## src/verilog/c2c_pkg.sv

```systemverilog
package c2c_pkg;

    ////////////////////////////////////////////////////////////
    // widths
    ////////////////////////////////////////////////////////////

    // one-hot switch bank on the master board
    localparam int SWITCH_W = 8;
    // encoded digit carried over the link
    localparam int DATA_W   = 3;
    // segment lines a..g
    localparam int SEG_W    = 7;

    typedef logic [DATA_W-1:0] data_t;

    // master side of the link handshake
    typedef enum logic [1:0] {
        st_wait_rqst = 2'b00,  // idle, waiting for button
        st_wait_ack  = 2'b01,  // request2s out
        st_hold      = 2'b10,  // notice lit, timer running
        st_send      = 2'b11   // data valid on the link
    } master_state_t;

    ////////////////////////////////////////////////////////////
    // seven-segment patterns
    ////////////////////////////////////////////////////////////

    // active low, bit 0 = a, bit 6 = g
    // a set bit means the segment stays dark
    localparam logic [SEG_W-1:0] SEG_PATTERN [2**DATA_W] = '{
        7'b100_0000,  // 0
        7'b111_1001,  // 1
        7'b010_0100,  // 2
        7'b011_0000,  // 3
        7'b001_1001,  // 4
        7'b001_0010,  // 5
        7'b000_0010,  // 6
        7'b111_1000   // 7
    };

endpackage

```

## src/verilog/button_pulse.sv

```systemverilog
module button_pulse #(
    parameter int DEBOUNCE_DEPTH = 4
) (
    input  logic clk,
    input  logic rst_n,
    input  logic request,
    output logic request_pulse
);

    // sample history, newest in bit 0
    logic [DEBOUNCE_DEPTH-1:0] sample_q;
    logic                      stable;
    logic                      stable_q;

    // stable only once every stage saw the button high
    assign stable = &sample_q;

    always_ff @(posedge clk) begin
        if (!rst_n) begin
            sample_q      <= '0;
            stable_q      <= 1'b0;
            request_pulse <= 1'b0;
        end else begin
            sample_q      <= {sample_q[DEBOUNCE_DEPTH-2:0], request};
            stable_q      <= stable;
            // rising edge of the debounced level
            request_pulse <= stable & ~stable_q;
        end
    end

endmodule

```

## src/verilog/c2c_master_top.sv

```systemverilog
module c2c_master_top #(
    parameter int HOLD_CYCLES    = 100_000_000,
    parameter int DEBOUNCE_DEPTH = 4
) (
    input  logic                         clk,
    input  logic                         rst_n,
    input  logic                         request,
    input  logic [c2c_pkg::SWITCH_W-1:0] switches,
    input  logic                         ack,
    output logic                         request2s,
    output logic                         valid,
    output c2c_pkg::data_t               data_to_slave,
    output logic                         notice,
    output logic [c2c_pkg::SEG_W-1:0]    seven_seg
);

    import c2c_pkg::*;

    logic  request_pulse;
    data_t switch_digit;
    logic  timer_start;
    logic  timer_done;

    // button path
    button_pulse #(
        .DEBOUNCE_DEPTH (DEBOUNCE_DEPTH)
    ) button_pulse_i (
        .clk           (clk),
        .rst_n         (rst_n),
        .request       (request),
        .request_pulse (request_pulse)
    );

    // switches to digit, shared by link and display
    onehot_encoder onehot_encoder_i (
        .switches     (switches),
        .switch_digit (switch_digit)
    );

    link_master_fsm link_master_fsm_i (
        .clk           (clk),
        .rst_n         (rst_n),
        .request_pulse (request_pulse),
        .ack           (ack),
        .timer_done    (timer_done),
        .switch_digit  (switch_digit),
        .request2s     (request2s),
        .notice        (notice),
        .valid         (valid),
        .timer_start   (timer_start),
        .data_to_slave (data_to_slave)
    );

    // notice hold time
    hold_timer #(
        .HOLD_CYCLES (HOLD_CYCLES)
    ) hold_timer_i (
        .clk         (clk),
        .rst_n       (rst_n),
        .timer_start (timer_start),
        .timer_done  (timer_done)
    );

    digit_display digit_display_i (
        .switch_digit (switch_digit),
        .seven_seg    (seven_seg)
    );

endmodule

```

## src/verilog/digit_display.sv

```systemverilog
module digit_display (
    input  c2c_pkg::data_t             switch_digit,
    output logic [c2c_pkg::SEG_W-1:0]  seven_seg
);

    import c2c_pkg::*;

    localparam int DIGITS = 2 ** DATA_W;

    // one line per digit
    logic [DIGITS-1:0] digit_onehot;

    ////////////////////////////////////////////////////////////
    // binary to one-hot
    ////////////////////////////////////////////////////////////

    always_comb begin
        digit_onehot               = '0;
        digit_onehot[switch_digit] = 1'b1;
    end

    ////////////////////////////////////////////////////////////
    // one-hot to segments
    ////////////////////////////////////////////////////////////

    // a segment goes dark when any digit that blanks it is active
    always_comb begin
        seven_seg = '0;
        for (int d = 0; d < DIGITS; d++) begin
            for (int s = 0; s < SEG_W; s++) begin
                if (SEG_PATTERN[d][s]) begin
                    seven_seg[s] = seven_seg[s] | digit_onehot[d];
                end
            end
        end
    end

endmodule

```

## src/verilog/hold_timer.sv

```systemverilog
module hold_timer #(
    parameter int HOLD_CYCLES = 100_000_000
) (
    input  logic clk,
    input  logic rst_n,
    input  logic timer_start,
    output logic timer_done
);

    // wide enough to hold the terminal count itself
    localparam int CNT_W = $clog2(HOLD_CYCLES + 1);
    localparam logic [CNT_W-1:0] LAST_COUNT = CNT_W'(HOLD_CYCLES);

    logic [CNT_W-1:0] count_q;

    assign timer_done = timer_start && (count_q == LAST_COUNT);

    always_ff @(posedge clk) begin
        if (!rst_n) begin
            count_q <= '0;
        end else if (!timer_start || timer_done) begin
            // idle or wrapped, start over from zero
            count_q <= '0;
        end else begin
            count_q <= count_q + 1'b1;
        end
    end

    // done is a one-cycle pulse, the count restarts after it
    a_done_single_pulse: assert property (
        @(posedge clk) disable iff (!rst_n)
        timer_done |=> !timer_done
    ) else $error("hold_timer: done held for more than one cycle");

endmodule

```

## src/verilog/link_master_fsm.sv

```systemverilog
module link_master_fsm (
    input  logic           clk,
    input  logic           rst_n,
    input  logic           request_pulse,
    input  logic           ack,
    input  logic           timer_done,
    input  c2c_pkg::data_t switch_digit,
    output logic           request2s,
    output logic           notice,
    output logic           valid,
    output logic           timer_start,
    output c2c_pkg::data_t data_to_slave
);

    import c2c_pkg::*;

    master_state_t state_q;
    master_state_t state_d;
    logic          request2s_d;
    logic          notice_d;
    logic          valid_d;
    logic          timer_start_d;
    data_t         data_d;

    ////////////////////////////////////////////////////////////
    // next state and next outputs
    ////////////////////////////////////////////////////////////

    always_comb begin
        state_d       = state_q;
        request2s_d   = 1'b0;
        notice_d      = 1'b0;
        valid_d       = 1'b0;
        timer_start_d = 1'b0;
        data_d        = '0;
        case (state_q)
            st_wait_rqst: begin
                // one debounced press opens a transfer
                if (request_pulse) begin
                    state_d     = st_wait_ack;
                    request2s_d = 1'b1;
                end
            end
            st_wait_ack: begin
                if (ack) begin
                    state_d       = st_hold;
                    notice_d      = 1'b1;
                    timer_start_d = 1'b1;
                end else begin
                    // keep asking until the slave answers
                    request2s_d = 1'b1;
                end
            end
            st_hold: begin
                if (timer_done) begin
                    state_d = st_send;
                    valid_d = 1'b1;
                    data_d  = switch_digit;
                end else begin
                    notice_d      = 1'b1;
                    timer_start_d = 1'b1;
                end
            end
            st_send: begin
                // slave drops ack once it has the data
                if (!ack) begin
                    state_d = st_wait_rqst;
                end else begin
                    valid_d = 1'b1;
                    data_d  = switch_digit;
                end
            end
            default: begin
                state_d = st_wait_rqst;
            end
        endcase
    end

    ////////////////////////////////////////////////////////////
    // registered outputs
    ////////////////////////////////////////////////////////////

    always_ff @(posedge clk) begin
        if (!rst_n) begin
            state_q       <= st_wait_rqst;
            request2s     <= 1'b0;
            notice        <= 1'b0;
            valid         <= 1'b0;
            timer_start   <= 1'b0;
            data_to_slave <= '0;
        end else begin
            state_q       <= state_d;
            request2s     <= request2s_d;
            notice        <= notice_d;
            valid         <= valid_d;
            timer_start   <= timer_start_d;
            data_to_slave <= data_d;
        end
    end

    // link phases never overlap on the wires
    a_valid_vs_request: assert property (
        @(posedge clk) disable iff (!rst_n) !(valid && request2s)
    ) else $error("link_master_fsm: valid and request2s together");

    a_notice_vs_valid: assert property (
        @(posedge clk) disable iff (!rst_n) !(notice && valid)
    ) else $error("link_master_fsm: notice and valid together");

    // bus idles at zero outside the data phase
    a_data_idle_zero: assert property (
        @(posedge clk) disable iff (!rst_n) !valid |-> (data_to_slave == '0)
    ) else $error("link_master_fsm: data driven while not valid");

endmodule

```

## src/verilog/onehot_encoder.sv

```systemverilog
module onehot_encoder (
    input  logic [c2c_pkg::SWITCH_W-1:0] switches,
    output c2c_pkg::data_t               switch_digit
);

    import c2c_pkg::*;

    logic is_onehot;

    // nonzero and clearing the lowest set bit leaves nothing
    assign is_onehot = (|switches) && !(|(switches & (switches - 1'b1)));

    always_comb begin
        switch_digit = '0;
        // zero or multi-hot words fall back to digit 0
        if (is_onehot) begin
            for (int i = 0; i < SWITCH_W; i++) begin
                if (switches[i]) begin
                    switch_digit = data_t'(i);
                end
            end
        end
    end

endmodule
```

## config.mk

```make
export PLATFORM = sky130hd
export DESIGN_NAME = c2c_master_top
export DESIGN_NICKNAME = d
export VERILOG_FILES = /design/src/verilog/c2c_pkg.sv /design/src/verilog/button_pulse.sv /design/src/verilog/c2c_master_top.sv /design/src/verilog/digit_display.sv /design/src/verilog/hold_timer.sv /design/src/verilog/link_master_fsm.sv /design/src/verilog/onehot_encoder.sv
export SDC_FILE = /design/constraint.sdc
export NUM_CORES = 1
export LEC_CHECK = 0
export BUFFER_PORTS_ARGS = -buffer_cell sky130_fd_sc_hd__buf_2
export CAP_MARGIN = 20
export CORE_UTILIZATION = 40
export CTS_CLUSTER_DIAMETER = 50
export CTS_CLUSTER_SIZE = 28
export DETAILED_ROUTE_END_ITERATION = 8
export PLACE_DENSITY = 0.71
export SLEW_MARGIN = 20
export SYNTH_ARGS = -nofsm -noshare
export SYNTH_HDL_FRONTEND = slang
export SYNTH_SLANG_ARGS = --single-unit
```

## constraint.sdc

```tcl
create_clock -name clk -period 1.7 [get_ports clk]
set_input_delay 0.17 -clock clk [delete_from_list [all_inputs] [get_ports clk]]
set_output_delay 0.17 -clock clk [all_outputs]
set_load 0.1 [all_outputs]
```

# Word level (Yosys, flattened, before mapping)
# Cells that the tools add are included.
dict set report op_classes {
  addsub 2
  magnitude_cmp 2
  n_eq_ne 8
  muxes 26
  bitwise_logic 16
  reduce_logical 12
}
# op n
set op_table {}
lappend op_table {{$add A27 B1 Y27 const B} 1}
lappend op_table {{$eq A27 B27 Y1 const B} 1}
lappend op_table {{$mux W3} 7}
lappend op_table {{$reduce_or A8 Y1} 2}
lappend op_table {{$mux W2} 6}
lappend op_table {{$or A1 B1 Y1} 12}
lappend op_table {{$and A8 B8 Y8} 1}
lappend op_table {{$pmux W2 S4} 1}
lappend op_table {{$reduce_and A4 Y1} 2}
lappend op_table {{$sub A8 B1 Y8 const B} 1}
lappend op_table {{$mux W1} 7}
lappend op_table {{$ne A2 B2 Y1 const B} 3}
lappend op_table {{$pmux W1 S2} 3}
lappend op_table {{$pmux W3 S2} 1}
lappend op_table {{$eq A2 B2 Y1 const B} 2}
lappend op_table {{$lt A3 B4 Y1 const B} 1}
lappend op_table {{$demux W1 S3} 1}
lappend op_table {{$ge A3 B1 Y1 const B} 1}
lappend op_table {{$logic_and A1 B1 Y1} 3}
lappend op_table {{$eq A2 B1 Y1 const B} 1}
lappend op_table {{$logic_not A1 Y1} 2}
lappend op_table {{$logic_not A2 Y1} 1}
lappend op_table {{$ne A2 B1 Y1 const B} 1}
lappend op_table {{$not A1 Y1} 2}
lappend op_table {{other kinds (3)} 3}
dict set report totals {
  reg_bits 41
  input_bits 12
  out_inout_bits 13
  wordCells 75
}

# Logic depth before layout (Yosys ltp)
# Gate-level depths: netlist of the first run.
dict set report logic_depth {
  word_depth 16
  mapped_depth 7
  ltp_nobuf 7
}

# Cells and area by module
# From an unflattened synthesis of the first run, not the netlist that was laid out.
dict set report hier_totals {
  hier_cells 251
  area_unflattened_um2 2237.1
}
# module n_inst cells_per_inst area_per_inst_um2 seq_area_each_um2
set by_module_without_submodules {}
lappend by_module_without_submodules {hold_timer 1 156 1361.3 540.5}
lappend by_module_without_submodules {link_master_fsm 1 44 431.7 160.2}
lappend by_module_without_submodules {button_pulse 1 14 177.7 120.1}
lappend by_module_without_submodules {onehot_encoder 1 21 153.9 0.0}
lappend by_module_without_submodules {digit_display 1 16 112.6 0.0}

# Worst setup path before layout of the first run
# Ideal clock, no wire load.
dict set report synth_path {
  kind {input to output}
  start {input port switches[0] (netlist name)}
  end {output port seven_seg[2] (netlist name)}
  arrival_time_ns 4.097
  required_time_ns 1.530
  setup_slack_ns -2.567
  path_stages 5
  n_path_buf 0
  path_cell_list {maj3_1 a21oi_1 nor3b_1 nor2_1 nor4b_1}
}
dict set report synth_via {
  elab_chain_cells 10
  word_cells_on_any_way 12
  classes_between {1 x add/sub; 2 x order compare; 3 x mux; 1 x bitwise; 5 x reduce/logical}
}
# item line_no
set synth_rtl {}
lappend synth_rtl {{start: declaration} c2c_master_top.sv:8} ;# input logic [c2c_pkg::SWITCH_W-1:0] switches,
lappend synth_rtl {{$sub A8 B1 Y8} onehot_encoder.sv:11} ;# assign is_onehot = (|switches) && !(|(switches & (switches - 1'b1)));
lappend synth_rtl {{$and A8 B8 Y8} onehot_encoder.sv:11}
lappend synth_rtl {{$reduce_or A8 Y1} onehot_encoder.sv:11}
lappend synth_rtl {{$logic_not A1 Y1} onehot_encoder.sv:11}
lappend synth_rtl {{$logic_and A1 B1 Y1 (*)} onehot_encoder.sv:11}
lappend synth_rtl {{$mux W3 (*)} onehot_encoder.sv:16} ;# if (is_onehot) begin
lappend synth_rtl {{$lt A3 B4 Y1 (not written as such) or $ge A3 B1 Y1 (tied branches)} digit_display.sv:19} ;# digit_onehot[switch_digit] = 1'b1;
lappend synth_rtl {{$logic_and A1 B1 Y1 (not written as such)} digit_display.sv:19}
lappend synth_rtl {{$mux W1 (not written as such)} digit_display.sv:19}
lappend synth_rtl {{$demux W1 S3 (*)} n/a}
lappend synth_rtl {{end: declaration} c2c_master_top.sv:14} ;# output logic [c2c_pkg::SEG_W-1:0] seven_seg
# Every way passes the cells marked *; elsewhere a longest branch is shown, timed or not.

# Worst setup path after layout of the first run
dict set report layout_path {
  start {register hold_timer_i.count_q[5]}
  end {register link_master_fsm_i.state_q[1]}
}
dict set report layout_via {
  elab_chain_cells 4
}
# item line_no
set layout_rtl {}
lappend layout_rtl {{start: declaration} hold_timer.sv:14} ;# logic [CNT_W-1:0] count_q;
lappend layout_rtl {{start signal: assignment} hold_timer.sv:25} ;# count_q <= count_q + 1'b1;
lappend layout_rtl {{$eq A27 B27 Y1} hold_timer.sv:16} ;# assign timer_done = timer_start && (count_q == LAST_COUNT);
lappend layout_rtl {{$logic_and A1 B1 Y1} hold_timer.sv:16}
lappend layout_rtl {{$ne A2 B1 Y1 (no source line)} n/a}
lappend layout_rtl {{$reduce_and A4 Y1 (no source line)} n/a}
lappend layout_rtl {{end signal: assignment} link_master_fsm.sv:85} ;# state_q <= st_wait_rqst;
lappend layout_rtl {{end signal: assignment} link_master_fsm.sv:92} ;# state_q <= state_d;
lappend layout_rtl {{end: declaration} link_master_fsm.sv:17} ;# master_state_t state_q;
# No other way between the ends.
# A chain may end at the register's enable or synchronous reset.

==> results of run 1 <==
[metal layers]
layer / GRT usage / wire (um) / vias to the layer above
met5: 0 / 0 / -
met4: 0.0588 / 91 / 0
met3: 0.0389 / 218 / 10
met2: 0.377 / 2700 / 49
met1: 0.222 / 2120 / 894
li1: - / - / 981
[sequential cells by signal, summed over array words and instances, names as in the netlist]
name and count:
link_master_fsm_i.valid 1, button_pulse_i.request_pulse 1, link_master_fsm_i.state_q 2, link_master_fsm_i.request2s 1, button_pulse_i.sample_q 4, link_master_fsm_i.data_to_slave 3, link_master_fsm_i.notice 1, button_pulse_i.stable_q 1
hold_timer_i.count_q 27
[cells in the mapped netlist (all sizes together) (2+ instances only)]
cell    count
nor3b       2
nand2      16
buf         4
dfxtp      41
ha          6
nand4       8
nor2       42
clkbuf      5
o21ai       5
and2        5
a21oi      10
and3        4
nand3      10
o31ai       2
or3         5
xnor2      17
inv        11
xor2        8
nor4        6
and4        6
nor3       10
[worst max-delay path, delay by kind of cell, from the launching register on]
| kind | cells | cell delay (ns) |
|---|---|---|
| muxes | 1 | 0.12 |
| and+or+nand+nor | 3 | 0.89 |
| AOI/OAI and AO/OA | 1 | 0.33 |
| DFF | 1 | 0.33 |
[worst paths after layout]
kind | startpoint | endpoint | slack, ns | cells past startpoint
worst max-delay path | hold_timer_i.count_q[5] | link_master_fsm_i.state_q[1] | -0.09 | 5
worst max register to register | hold_timer_i.count_q[5] | link_master_fsm_i.state_q[1] | -0.09 | 5
worst min register to register | button_pulse_i.stable_q | button_pulse_i.request_pulse | 0.39 | 1
worst min-delay path | request | button_pulse_i.sample_q[0] | 0.07 | 2
[layout make-up]
class,count,area share
Multi-Input combinational cell,177,0.419
Sequential cell,41,0.267
Timing Repair Buffer,85,0.246
Tap cell,67,0.0268
Clock buffer,5,0.0220
Inverter,11,0.0132
Clock inverter,3,0.00680
[stage by stage]
stage | TNS [ns] | area [um2] | hold WS [ns] | total power, mW | instances
final | -1.87 | 3130 | 0.0749 | 1.77 | 389
after global routing | -3.92 | 3130 | 0.108 | 1.84 | 389
after CTS | -0.217 | 2960 | 0.0664 | 1.77 | 382
after detailed placement | -1.12 | 2710 | 0.382 | 1.11 | 367
after global placement | -0.530 | 2710 | 0.375 | 1.11 | 367
after floorplan | -1.14 | 2070 | 0.295 | 1.05 | 238
[cell families after synthesis]
| kind of cell | synth area share |
|---|---|
| AND/OR/NAND/NOR | 0.310 |
| flip-flops | 0.414 |
| XOR/XNOR | 0.110 |
| AO/OA/AOI/OAI | 0.0782 |
| buffers and inverters | 0.0404 |
| adder cells (fa/ha/maj) | 0.0429 |
| multiplexers | 0.00504 |
[where the power goes]
part | internal (mW) | total, mW | switching (mW)
sequential | 0.962 | 0.963 | 0.000951
clock | 0.291 | 0.652 | 0.361
combinational | 0.0708 | 0.152 | 0.0811
[timing repair]
action                                  CTS  global route
resized for setup                        24            23
endpoints found under the setup margin   13            38
buffers inserted                          7             4
cloned                                    0             3
hold buffers                              0             0
pin swaps                                 9             9
==> impl_metrics.tcl, run 1 <==
set metrics [dict create \
    synth_top_area_cell "dfxtp_1" \
    cts_sinks 41 \
    status "complete, but fails checks" \
    regArea_um2 836 \
    die_h_um 72.4 \
    critPathRequiredTime_ns 1.90 \
    max_stage_delay_ns 0.37 \
    first_pass_iters 4 \
    area_delta_synth_final_pct 57.7 \
    wl_um 5140 \
    die_area_mm2 0.00525 \
    worst-setup-path-type "reg -> reg" \
    drv_slew 0 \
    grt_max_degree 28 \
    drt_iter0_drc 91 \
    maxCapViolations 0 \
    mostFrequentLayoutCell "buf_4" \
    place.gp.congestion 0.872 \
    nets 339 \
    mostFrequentLayoutCells "55 x buf_4, 36 x nor2_1, 29 x dfxtp_1" \
    post-dp-hpwl_um 3470 \
    root_buffer "clkbuf_8" \
    hp-class "in -> reg" \
    cp_slowest_cell "or3_1" \
    netlist.area_leader.share 0.414 \
    clock_skew_ns 0.00944 \
    fin_ws_ns -0.0902 \
    maxSlewHeadroom 0.676 \
    initial_utilization 0.417 \
    clk_pin_slew_worst_paths_ns 0.08 \
    synth_ff_type "dfxtp_1" \
    synth_edf_count 0 \
    worstPathCellList "nor4_2, nand4_1, or3_1, a221o_1, mux2i_1" \
    max_freq_mhz 559 \
    drive_gt1_frac 0.441 \
    setup_viol 32 \
    syn_area_mm2 0.00198 \
    grt-ovfl-total 0 \
    synthArstFlopShare 0 \
    row_count 25 \
    clk_path_buf_depth 2 \
    die_w_um 72.4 \
    synthTopCellsByArea "dfxtp_1 41%, nor2_1 7.9%, xnor2_1 7.5%" \
    multi_input_area_mm2 0.00131 \
    synth_fp_nets 256 \
    antenna_found_initial 0 \
    fin_crit_ns 1.79 \
    wl_per_cell_um 13.2 \
    cts_tree "built" \
    grt_pass1_wl_um 8140 \
    vias_per_cell 4.97 \
    htree_levels 2 \
    ys_seq_area_frac 0.414 \
    period_share 1.05 \
    path_max_fanout 3 \
    power.leakage_nw 1.19 \
    rsz0062_at_grt "yes" \
    ys.warnings.count 0 \
    hold_viol 0 \
    worst_slew_pin_slew_ns 0.490 \
    nFillCells 372 \
    clock_latency_ns 0.30 \
    synth_seq_cells 41 \
    cts_buffers 5 \
    arrival_ns 1.99 \
    violations "negative setup slack" \
    synth_cell_types 38 \
    fin_util 0.658 \
    core-area_mm2 0.00475 \
    pre_cts_slack_ns -0.209 \
    route.detailed.drc 0 \
    port_buffers 24 \
    antenna_cells 0 \
    peakVddDrop_uv 424 \
    vias 1934 \
    critPathLaunchType "register" \
    syn_area_per_cell_um2 8.34 \
    grt_usage 0.199 \
    synthCells 238 \
    first_global_vias 1883 \
    antenna_left 0 \
    ioPinCount 25 \
    powerDensity_mw_per_mm2 565 \
    endpoint_kind "register" \
]
(Power assumes the default switching activity.)
==> run 2, diff against run 1 <==
--- a/config.mk
+++ b/config.mk
@@ -13,3 +13,3 @@
 export DETAILED_ROUTE_END_ITERATION = 8
-export PLACE_DENSITY = 0.71
+export PLACE_DENSITY = 0.69
 export SLEW_MARGIN = 20
==> constraint.sdc (replaced) <==
create_clock -name clk -period 1.9 [get_ports clk]
set_input_delay 0.095 -clock clk [delete_from_list [all_inputs] [get_ports clk]]
set_output_delay 0.095 -clock clk [all_outputs]
set_load 0.1 [all_outputs]
==> impl_metrics.tcl, run 2 (synthesis gave the netlist of run 1 again) <==
set metrics [dict create \
    period_share 0.966 \
    drive_gt1_frac 0.237 \
    reg_top3 "hold_timer_i.count_q: 27 flops, button_pulse_i.sample_q: 4 flops, link_master_fsm_i.data_to_slave: 3 flops" \
    power.leakage_nw 0.886 \
    timing.reg2reg.setup_slack_ns 0.06 \
    fin_worst_hold_slack_ns 0.0938 \
    nFillCells 454 \
    grtUsageMet3 0.0347 \
    largest-register "hold_timer_i.count_q" \
    vias 1726 \
    nets 291 \
    peakVddDrop_uv 414 \
    fin_ws_ns 0.0645 \
    route.detailed.drc 0 \
    cts_sinks 41 \
    power_frac_comb 0.053 \
    status "finished clean" \
    maxSlewHeadroom 0.647 \
    clock_latency_ns 0.29 \
    reg2reg_depth 7 \
    port_buffers 24 \
    final.setup.tns_ns 0 \
    wl_per_cell_um 11.9 \
    mostFrequentLayoutCell "nor2_1" \
    endpoint_kind "register" \
    maxCapViolations 0 \
    clock_skew_ns 0.00975 \
    critPathRequiredTime_ns 2.07 \
    cts_tree "built" \
    grt_usage 0.168 \
    first_pass_iters 4 \
    grt_use_met2 0.301 \
    grt.busiest_layer "met2" \
    first_global_vias 1665 \
    hold_viol 0 \
    largest_register_ffs 27 \
    crit_start "hold_timer_i.count_q[0]" \
    regArea_um2 826 \
    drv_slew 0 \
    crit_path_end "link_master_fsm_i.state_q[1]" \
    grt-ovfl-total 0 \
    max_freq_mhz 545 \
    antenna_cells 0 \
    multi_input_area_mm2 0.00118 \
    wl_um 4050 \
    powerDensity_mw_per_mm2 638 \
    worst-setup-path-type "reg -> reg" \
    initial_utilization 0.417 \
    root_buffer "clkbuf_8" \
    die_w_um 72.4 \
    place.gp.congestion 0.832 \
    critPathLaunchType "register" \
    antenna_found_initial 0 \
    arrival_ns 2.01 \
    area_delta_synth_final_pct 29.6 \
    r2r_end "link_master_fsm_i.state_q[1]" \
    hp-class "in -> reg" \
    htree_levels 2 \
    vias_per_cell 5.06 \
    power_frac_seq 0.525 \
    path_max_fanout 2 \
    r2r-start "hold_timer_i.count_q[0]" \
    grt_max_degree 16 \
    worst_slew_pin_slew_ns 0.527 \
    drt_iter0_drc 45 \
    grt_pass1_wl_um 6970 \
    fin_area_mm2 0.00257 \
    post-dp-hpwl_um 3030 \
    core-area_mm2 0.00475 \
    total_power_mw 1.64 \
    mostFrequentLayoutCells "40 x nor2_1, 37 x dfxtp_1, 17 x xnor2_1, 17 x buf_2, 16 x nand2_1" \
    pre_cts_slack_ns -0.0525 \
    dp.cells 331 \
    antenna_left 0 \
    p_int_mw 1.29 \
    clk_path_buf_depth 2 \
    final_cells 341 \
    rsz0062_at_grt "yes" \
    p_sw_frac 0.215 \
    clk_pin_slew_worst_paths_ns 0.08 \
    fin_crit_ns 1.84 \
    row_count 25 \
    fin_util 0.541 \
    power_frac_clock 0.422 \
    die_area_mm2 0.00525 \
    p_sw_mw 0.354 \
    setup_viol 0 \
    ioPinCount 25 \
    place_area_mm2 0.00236 \
    die_h_um 72.4 \
    use_met1 0.197 \
    cts_buffers 5 \
]
run 2: metal layers:
layer | wire [um] | share of wire
met5 | 0 | 0
met4 | 14 | 0.0035
met3 | 154 | 0.038
met2 | 1980 | 0.49
met1 | 1900 | 0.47
run 2: how the worst min path moves through the flow:
stage                 from                                 end  slack, ns  cells after the start
6_report               ack            link_master_fsm_i.notice       0.09                      3
2_1_floorplan  switches[6]  link_master_fsm_i.data_to_slave[1]       0.22                      2
3_5_place_dp       request          button_pulse_i.sample_q[0]       0.30                      2
5_1_grt                ack            link_master_fsm_i.notice       0.12                      3
4_1_cts                ack            link_master_fsm_i.notice        0.1                      3
3_3_place_gp       request          button_pulse_i.sample_q[0]       0.30                      2
run 2: final cells by class:
class                   count  share of cell area
well taps                  67              0.0326
clock inverters             2              0.0151
multi-input cells         177               0.458
flip-flops and latches     41               0.321
clock buffers               6              0.0282
repair buffers             37               0.129
inverters                  11              0.0161
run 2: repair_timing:
item | 4_1_cts | 5_1_grt
endpoints found under the setup margin | 14 | 32
hold endpoints to repair | 1 | 0
setup buffers | 0 | 1
hold buffers | 1 | 0
pin swaps | 0 | 1
cloned | 0 | 0
resized for setup | 2 | 15
run 2: critical path: stages (launching register included):
cell and delay [ns]:
dfxtp_1 0.32, inv_1 0.06, ha_1 0.16, nor3b_2 0.19
nand4_1 0.16, or3_1 0.36, a221o_1 0.34, mux2i_1 0.14
run 2: power groups by stage:
stage	registers (mW)	logic (mW)	clock network [mW]
floorplan	0.882	0.0480	0
global route	0.863	0.0948	0.736
finish	0.862	0.0863	0.694
detailed placement	0.883	0.0827	0
global placement	0.882	0.0819	0
CTS	0.862	0.0844	0.711
